<file path="src/verilog/df_params.svh">
// Kernel-wide sizes; the buffer needs at least 1 slot and the fork at least 1 output
`ifndef DF_PARAMS_SVH
`define DF_PARAMS_SVH

// Width of one kernel word in bits
// Sums wrap modulo 2^DF_DATA_WIDTH
`define DF_DATA_WIDTH 32

// Depth of the shift-register buffer
// Also the zero-stall latency of the kernel, in cycles
`define DF_NUM_SLOTS 2

// Number of eager fork outputs
// One served flag per output
`define DF_FORK_OUTS 2

`endif

</file>
<file path="src/verilog/df_data_pkg.sv">
// Datapath word type only; its width comes from DF_DATA_WIDTH in df_params.svh
`default_nettype none

`include "df_params.svh"

package df_data_pkg;

  // One kernel word
  // Operands, sums and fork outputs all use it
  // No carry bit, so arithmetic wraps
  typedef logic [`DF_DATA_WIDTH-1:0] data_t;

endpackage

`default_nettype wire

</file>
<file path="src/verilog/df_handshake_pkg.sv">
// Handshake vector types for the fork; bit i always refers to fork output i
`default_nettype none

`include "df_params.svh"

package df_handshake_pkg;

  // One bit per fork output
  // Used for outs_valid, outs_ready and the served flags
  // Bit 0 is the first output channel
  typedef logic [`DF_FORK_OUTS-1:0] fork_mask_t;

endpackage

`default_nettype wire

</file>
<file path="src/verilog/add_fork_kernel.sv">
// Adder, buffer and fork in series; zero-stall latency is DF_NUM_SLOTS cycles from pair to outputs
`default_nettype none

`include "df_params.svh"

module add_fork_kernel (
  input  wire logic                         clk,
  input  wire logic                         rst,
  input  wire df_data_pkg::data_t           a,
  input  wire df_data_pkg::data_t           b,
  input  wire logic                         a_valid,
  input  wire logic                         b_valid,
  output logic                              a_ready,
  output logic                              b_ready,
  output df_data_pkg::data_t                outs,
  output df_handshake_pkg::fork_mask_t      outs_valid,
  input  wire df_handshake_pkg::fork_mask_t outs_ready
);

  // Adder to buffer
  df_data_pkg::data_t sum;
  logic               sum_valid;
  logic               sum_ready;

  // Buffer to fork
  df_data_pkg::data_t buf_data;
  logic               buf_valid;
  logic               buf_ready;

  addi u_addi (
    .a         (a),
    .b         (b),
    .a_valid   (a_valid),
    .b_valid   (b_valid),
    .a_ready   (a_ready),
    .b_ready   (b_ready),
    .sum       (sum),
    .sum_valid (sum_valid),
    .sum_ready (sum_ready)
  );

  // Breaks the data and valid path after the adder
  shift_reg_break_dv #(
    .NUM_SLOTS (`DF_NUM_SLOTS),
    .data_t    (df_data_pkg::data_t)
  ) u_buf (
    .clk        (clk),
    .rst        (rst),
    .ins        (sum),
    .ins_valid  (sum_valid),
    .ins_ready  (sum_ready),
    .outs       (buf_data),
    .outs_valid (buf_valid),
    .outs_ready (buf_ready)
  );

  fork_eager u_fork (
    .clk        (clk),
    .rst        (rst),
    .ins        (buf_data),
    .ins_valid  (buf_valid),
    .ins_ready  (buf_ready),
    .outs       (outs),
    .outs_valid (outs_valid),
    .outs_ready (outs_ready)
  );

endmodule

`default_nettype wire

</file>
<file path="src/verilog/addi.sv">
// Combinational join-and-add; operands are taken only as a pair, and the sum wraps silently
`default_nettype none

module addi (
  input  wire df_data_pkg::data_t a,
  input  wire df_data_pkg::data_t b,
  input  wire logic               a_valid,
  input  wire logic               b_valid,
  output logic                    a_ready,
  output logic                    b_ready,
  output df_data_pkg::data_t      sum,
  output logic                    sum_valid,
  input  wire logic               sum_ready
);

  // Join of the two operand channels
  always_comb begin
    sum_valid = a_valid & b_valid;
    // Both operands leave in the same cycle as the sum
    a_ready = sum_valid & sum_ready;
    b_ready = sum_valid & sum_ready;
  end

  // Modulo 2^32, carry dropped
  assign sum = a + b;

  // A lone operand is never consumed
  always_comb begin
    a_pair_ready: assert (a_ready == b_ready)
      else $error("addi: a_ready and b_ready differ");
  end

endmodule

`default_nettype wire

</file>
<file path="src/verilog/fork_eager.sv">
// Eager fork; each output takes a token once, the input waits until every output has it
`default_nettype none

module fork_eager (
  input  wire logic                     clk,
  input  wire logic                     rst,
  input  wire df_data_pkg::data_t       ins,
  input  wire logic                     ins_valid,
  output logic                          ins_ready,
  output df_data_pkg::data_t            outs,
  output df_handshake_pkg::fork_mask_t  outs_valid,
  input  wire df_handshake_pkg::fork_mask_t outs_ready
);

  // Set once an output has taken the current token
  df_handshake_pkg::fork_mask_t served;
  df_handshake_pkg::fork_mask_t done;
  df_handshake_pkg::fork_mask_t taken;
  logic                         ins_fire;

  // Same word on every output
  assign outs = ins;

  // Offer only to outputs that still lack the token
  assign outs_valid = {$bits(outs_valid){ins_valid}} & ~served;

  // Transfers happening this cycle, per output
  assign taken = outs_valid & outs_ready;

  // An output is finished if already served or taking it now
  assign done      = served | outs_ready;
  assign ins_ready = &done;
  assign ins_fire  = ins_valid & ins_ready;

  always_ff @(posedge clk) begin
    if (rst) begin
      served <= '0;
    end else if (ins_fire) begin
      // Token gone, next one starts unserved everywhere
      served <= '0;
    end else begin
      // Partial delivery, remember who got it
      served <= served | taken;
    end
  end

  // Served outputs never see the token twice
  a_no_repeat: assert property (
    @(posedge clk) disable iff (rst)
    (outs_valid & served) == '0
  ) else $error("fork_eager: output valid while already served");

endmodule

`default_nettype wire

</file>
<file path="src/verilog/shift_reg_break_dv.sv">
// Data/valid breaking buffer of NUM_SLOTS stages; payload slots hold X until the first tokens
`default_nettype none

`include "df_params.svh"

module shift_reg_break_dv #(
  parameter int  NUM_SLOTS = `DF_NUM_SLOTS,
  parameter type data_t    = logic [`DF_DATA_WIDTH-1:0]
) (
  input  wire logic clk,
  input  wire logic rst,
  input  wire data_t ins,
  input  wire logic  ins_valid,
  output logic       ins_ready,
  output data_t      outs,
  output logic       outs_valid,
  input  wire logic  outs_ready
);

  // Payload slots, index 0 at the input
  data_t mem [NUM_SLOTS];
  logic  reg_en;

  // Handshake control lives in the dataless core
  shift_reg_break_dv_dataless #(
    .NUM_SLOTS (NUM_SLOTS)
  ) control (
    .clk        (clk),
    .rst        (rst),
    .ins_valid  (ins_valid),
    .outs_ready (outs_ready),
    .outs_valid (outs_valid),
    .ins_ready  (reg_en)
  );

  // Same enable as the valid bits
  // Payload and valid stay aligned slot for slot
  always_ff @(posedge clk) begin
    if (reg_en) begin
      for (int i = NUM_SLOTS - 1; i > 0; i--) begin
        mem[i] <= mem[i-1];
      end
      mem[0] <= ins;
    end
  end

  assign outs      = mem[NUM_SLOTS-1];
  assign ins_ready = reg_en;

  // Consumer sees the same word until it takes it
  a_data_stable: assert property (
    @(posedge clk) disable iff (rst)
    (outs_valid && !outs_ready) |=> $stable(outs)
  ) else $error("shift_reg_break_dv: outs changed while valid and stalled");

endmodule

`default_nettype wire

</file>
<file path="src/verilog/shift_reg_break_dv_dataless.sv">
// Valid-only shift register; all slots stall together, so input ready depends on output ready
`default_nettype none

module shift_reg_break_dv_dataless #(
  parameter int NUM_SLOTS = 2
) (
  input  wire logic clk,
  input  wire logic rst,
  input  wire logic ins_valid,
  input  wire logic outs_ready,
  output logic      outs_valid,
  output logic      ins_ready
);

  // Slot 0 is the input end, slot NUM_SLOTS-1 the output end
  logic [NUM_SLOTS-1:0] valid_reg;
  logic                 reg_en;

  // Shared enable for every slot
  // Bubbles shift too, only a held token in the last slot stops the line
  assign reg_en = ~outs_valid | outs_ready;

  always_ff @(posedge clk) begin
    if (rst) begin
      valid_reg <= '0;
    end else if (reg_en) begin
      for (int i = NUM_SLOTS - 1; i > 0; i--) begin
        valid_reg[i] <= valid_reg[i-1];
      end
      valid_reg[0] <= ins_valid;
    end
  end

  assign outs_valid = valid_reg[NUM_SLOTS-1];

  // Ready goes back upstream unchanged
  assign ins_ready = reg_en;

  // A stalled token must still be offered on the next cycle
  a_hold_valid: assert property (
    @(posedge clk) disable iff (rst)
    (outs_valid && !outs_ready) |=> outs_valid
  ) else $error("shift_reg_break_dv_dataless: outs_valid dropped while stalled");

endmodule

`default_nettype wire
</file>
<file path="config.mk">
export PLATFORM = sky130hd
export DESIGN_NAME = add_fork_kernel
export DESIGN_NICKNAME = d
export VERILOG_FILES = /design/src/verilog/df_data_pkg.sv /design/src/verilog/df_handshake_pkg.sv /design/src/verilog/add_fork_kernel.sv /design/src/verilog/addi.sv /design/src/verilog/fork_eager.sv /design/src/verilog/shift_reg_break_dv.sv /design/src/verilog/shift_reg_break_dv_dataless.sv
export VERILOG_INCLUDE_DIRS = /design/src /design/src/verilog
export SDC_FILE = /design/constraint.sdc
export NUM_CORES = 1
export LEC_CHECK = 0
export BUFFER_PORTS_ARGS = -buffer_cell sky130_fd_sc_hd__buf_2
export CELL_PAD_IN_SITES_DETAIL_PLACEMENT = 0
export CELL_PAD_IN_SITES_GLOBAL_PLACEMENT = 1
export CORE_ASPECT_RATIO = 0.7
export CORE_MARGIN = 2
export CORE_UTILIZATION = 45
export CTS_CLUSTER_DIAMETER = 40
export DETAILED_ROUTE_END_ITERATION = 7
export GPL_ROUTABILITY_DRIVEN = 0
export PLACE_DENSITY = 0.84
export SLEW_MARGIN = 20
export SYNTH_ARGS = -nofsm -noshare
export SYNTH_HDL_FRONTEND = slang
export SYNTH_HIERARCHICAL = 1
export SYNTH_SLANG_ARGS = --single-unit
export TNS_END_PERCENT = 30
</file>
<file path="constraint.sdc">
create_clock -name clk -period 10.25 [get_ports clk]
set_input_delay 2.05 -clock clk [delete_from_list [all_inputs] [get_ports clk]]
set_output_delay 2.05 -clock clk [all_outputs]
set_load 0.02 [all_outputs]
</file>
* After elaboration in Yosys (flattened, before gate mapping)
Memory sizes are Yosys's and may differ from the RTL's.
Cells that the tools add are included.
** Cells by class
- Multiplexer cells :: 2
- Reductions and logical operators :: 2
- $add $sub $neg :: 1
- Bitwise gates (word level) :: 10
** Operator list (number)
- 32-bit adder :: 1
- 2-bit AND :: 2
- 2-bit OR :: 2
- 1-bit AND :: 3
- 1-bit two-way mux :: 2
- 2-bit NOT :: 1
- 2-bit AND reduction :: 1
- 2-bit OR reduction :: 1
- 1-bit NOT :: 1
- 1-bit OR :: 1
** Word-level totals
- Logic and storage cells :: 18
- Register bits :: 4
- RAM bits :: 64
- Memories :: 1
- Output and inout bits :: 36
- Input port bits :: 70
** Memory list
- u_buf.mem :: depth 2, width 32, rd ports 2, clocked after Yosys merged registers in 0, write ports 2, RTL line shift_reg_break_dv.sv:21 : data_t mem [NUM_SLOTS];

* Depth between registers and ports, before layout
- Word-level depth :: 5
- Gate-level depth with buffers :: 9
- Mapped depth without buffers :: 9

* Hierarchy
Netlist, hierarchy kept.
** By module, submodules not included
- shift_reg_break_dv :: instances 1, seq. area each 1921.8 sq um, area each 2162.1 sq um, cells each 96
- addi :: instances 1, seq. area each 0.0 sq um, area each 1764.2 sq um, cells each 244
- fork_eager :: instances 1, seq. area each 40.0 sq um, area each 336.6 sq um, cells each 43
- shift_reg_break_dv_dataless :: instances 1, seq. area each 40.0 sq um, area each 80.1 sq um, cells each 8

* Least setup slack after synthesis
OpenSTA, ideal clock, no wires.
- Path kind :: input-to-output
- Start :: in outs_ready[1]
- End :: out b_ready
- Stages :: 4
- Data required time :: 8200 ps
- Setup slack :: 3745 ps
- Path buffers :: 1
- Arrival :: 4455 ps
- Cells stage by stage :: o22a_1 > nand2b_1 > and3_1 > buf_4
** On the way
- Cells in the longest elaborated chain, start to end :: 4
** RTL lines
- start: declaration :: RTL line add_fork_kernel.sv:17 : input wire df_handshake_pkg::fork_mask_t outs_ready
- 2-bit OR :: RTL line fork_eager.sv:31 : assign done = served | outs_ready;
- 2-bit AND reduction :: RTL line fork_eager.sv:32 : assign ins_ready = &done;
- 1-bit OR :: RTL line shift_reg_break_dv_dataless.sv:21 : assign reg_en = ~outs_valid | outs_ready;
- named net sum_ready :: RTL line add_fork_kernel.sv:23 : logic sum_ready;
- 1-bit AND
- end: declaration :: RTL line add_fork_kernel.sv:14 : output logic b_ready,
The timed path passes the listed nets, and every way through them passes these cells.

* Final worst setup path
- Start :: in outs_ready[1]
- End :: out b_ready
** On the way
- Cells in the longest elaborated chain, start to end :: 4
** RTL lines
- 2-bit OR :: RTL line fork_eager.sv:31
- 2-bit AND reduction :: RTL line fork_eager.sv:32
- named net buf_ready :: RTL line add_fork_kernel.sv:28 : logic buf_ready;
- 1-bit OR :: RTL line shift_reg_break_dv_dataless.sv:21
- named net sum_ready :: RTL line add_fork_kernel.sv:23
- 1-bit AND :: RTL line addi.sv:21 : b_ready = sum_valid & sum_ready;
The timed path passes the listed nets, and every way through them passes these cells.

==> flow_summary.toml <==
[yosys]
yosysWarnings = 6
synth_area_per_cell_um2 = 11.11
postSynthNetCount = 493
ys_ff_latch = 68
yosysUniqueCellTypes = 56
syn_area_um2 = 4343
synth_edf_count = 64
synthCells = 391
yosys_most_used_dff = "edfxtp_1"
yosysSeqAreaShare_pct = 46.10
async_flop_share_pct = 0

[critical_path]
crit_start = "outs_ready[1]"
cp_cell_sequence = "buf_2 -> o22a_1 -> nand2b_2 -> buf_4 -> and3_1 -> buf_2"
critPathCapture = "b_ready"
slowest_delay_ns = 0.62
cp_slowest_cell = "buf_4"
rr_endpoint = "u_buf/mem[0][57]$_DFFE_PP_"
cpLargestDelayFamily = "buffers and inverters"
cp.required_ns = 8.20
rrSetupSlack_ns = 8.55
critPathBufInv = 3
rr_startpoint = "u_fork/served[0]$_SDFF_PP0_"
crit_path_start_kind = "input port"
reg2regPathDepth = 3
cpMostUsedCell = "buf_2"
end_kind = "output pin"
path_max_fanout = 67
worstPathArrival_ns = 3.48
critical_path_class = "in2out"
critical_path_depth = 6

[cells_and_area]
fin_nets = 534
final_util_pct = 52.63
area_delta_synth_final_pct = 11.70
regArea_um2 = 2002
multi_input_area_um2 = 1782
n_fill_cell = 861
largest_reg_flops = 64
drive_above_1_share_pct = 30.43
diodes = 0

[power_and_ir_drop]
p_per_area_nw_per_um2 = 196.9
internal_power_w = 0.0006989
pwr-share-seq_pct = 41.3
power.leakage_nw = 2.137
p_sw_w = 0.0002565
p_sw_share_pct = 26.84
ir_worst_vdd_uv = 124.8
clkPwrFrac_pct = 36.4
combPwrFrac_pct = 22.2

[timing]
finalSetupViolCount = 0
fin_setup_tns_ns = 0
finalWorstSetupSlack_ns = 4.721
finClkSkew_ns = 0.003459
finalHoldViolations = 0
tightest_slew_ns = 0.8119
max_freq_ghz = 0.1809
slew_viol_final = 0
rsz0062_at_grt = "false"
timing.final.crit_share_pct = 53.94
slew_headroom_pct = 45.87
fin_crit_ns = 5.529

[route]
wirelength_um = 8065
vias = 2914
remaining_drc_errors = 0
vias_per_cell = 5.194
drt_iter0_markers = 257
ant_nets = 0
first_pass_iters = 4
wl_per_cell_um = 14.38

[run]
cap_violations = 0

[cts]
cts.sinks = 68
cts_hold_buf = 0
cts_resized = 0
clk_pin_slew_worst_paths_ns = 0.05
cts_made_buffers = 9
cts_tree = "done"
clock_path_buffers = 2
clk-insertion-delay-late_ns = 0.32
postCtsSetupBuffers = 0
cts-htree-levels = 3
cts_root_buffer = "clkbuf_16"

[global_routing]
grt_overflow_total = 0
grt_first_pass_wirelength_um = 12940
grt_use_met2_pct = 21.71
use_met1_pct = 25.08
gr-usage-all-layers_pct = 15.84
antenna_found_initial = 0
top_usage_layer = "met1"
grt_pass1_vias = 2665
grt_max_degree = 68
grtUsageMet3_pct = 3.092

[die]
die_h_um = 86.20
die_area_um2 = 10470
dieWidth_um = 121.4
core_area_um2 = 9216
io_pins = 106
start_util_pct = 47.12
rows = 29

[place]
hpwl_um = 6349
io_buffers = 105
pre_cts_ws_ns = 4.692

[hold_path]
hold_path_class = "reg2reg"

[run_status]
status = "finished, final reports clean"
Yosys cell counts, types with 3 or more instances:
cell type	number	area [µm²]
nor3_1	6	30.03
nand4_1	8	50.05
o211ai_1	3	22.52
o21a_1	4	30.03
dfxtp_1	4	80.08
inv_1	8	30.03
o21ai_0	13	65.06
or2_2	3	18.77
xor2_1	15	131.4
nand2b_1	3	18.77
nand3_1	10	50.05
o21bai_1	4	30.03
a21oi_1	32	160.2
nor2_1	12	45.04
buf_4	65	488.0
clkbuf_1	8	30.03
a211oi_1	3	22.52
xnor2_1	13	113.9
a21o_1	19	142.6
edfxtp_1	64	1922
nand2_1	18	67.56
nor2b_1	3	18.77
ha_1	31	387.9
a31oi_1	3	18.77
logic make-up (layout without fill, tap and decap cells):
group                      after synthesis  after routing  share of synthesized area, %
xor gates and xnor gates                28             28                         5.647
buffers and inverters                   84            130                         12.94
muxes                                    2              2                        0.4610
adders and majority gates               32             32                         9.392
AOI/OAI and AO/OA                      104            104                         16.88
and+or+nand+nor                         73             73                         8.586
DFF                                     68             68                         46.10
through the flow:
step           hold WS, ns  total power [W]  cells  area (µm²)
2_1_floorplan       0.4003        0.0006158    391        4343
3_3_place_gp        0.4009        0.0006084    545        4502
3_5_place_dp        0.4045        0.0006135    545        4502
4_1_cts             0.4153        0.0009642    561        4851
5_1_grt             0.4194         0.001000    561        4851
6_report            0.4163        0.0009553    561        4851
cells in the final DEF, fill, tap and decap left out, types with 4 or more instances in the layout:
master	netlist	layout
o21a_1	4	4
buf_2	2	105
dfxtp_1	4	4
o21ai_0	13	13
inv_1	8	8
ha_1	31	31
clkbuf_16	0	9
o21bai_1	4	4
nor3_1	6	6
nor2_1	12	12
xnor2_1	13	13
nand3_1	10	10
nand2_1	18	18
edfxtp_1	64	64
a21o_1	19	19
nand4_1	8	8
xor2_1	15	15
a21oi_1	32	32
per-layer routing:
layer	up-vias	wire length [µm]
li1	1471	-
met3	5	462
met5	-	0
met1	1345	4242
met2	93	3297
met4	0	63
cell type report:
cell class              count  area share (%)
flip-flops and latches     68           41.27
multi-input cells         239           36.73
repair buffers            106           10.99
clock buffers               9           4.643
well taps                 124           3.198
clock inverters             7           2.554
inverters                   8          0.6190
worst min-delay path by stage:
stage / start / cells past startpoint / end
after floorplan: u_buf/mem[0][0]$_DFFE_PP_ / 0 / u_buf/mem[0][32]$_DFFE_PP_
after global placement: u_buf/mem[0][4]$_DFFE_PP_ / 0 / u_buf/mem[0][36]$_DFFE_PP_
after detailed placement: u_buf/mem[0][3]$_DFFE_PP_ / 0 / u_buf/mem[0][35]$_DFFE_PP_
after CTS: u_buf/mem[0][20]$_DFFE_PP_ / 0 / u_buf/mem[0][52]$_DFFE_PP_
after global routing: u_buf/mem[0][3]$_DFFE_PP_ / 0 / u_buf/mem[0][35]$_DFFE_PP_
final: u_buf/mem[0][18]$_DFFE_PP_ / 0 / u_buf/mem[0][50]$_DFFE_PP_
power by group through the flow:
stage	clock network (W)	logic [W]	registers, W
2_1_floorplan	0	0.000221	0.000395
3_3_place_gp	0	0.000209	0.000399
3_5_place_dp	0	0.000212	0.000402
4_1_cts	0.000355	0.000213	0.000396
5_1_grt	0.000367	0.000232	0.000401
6_report	0.000348	0.000213	0.000395
No activity file was read; power rests on OpenSTA's default activity.
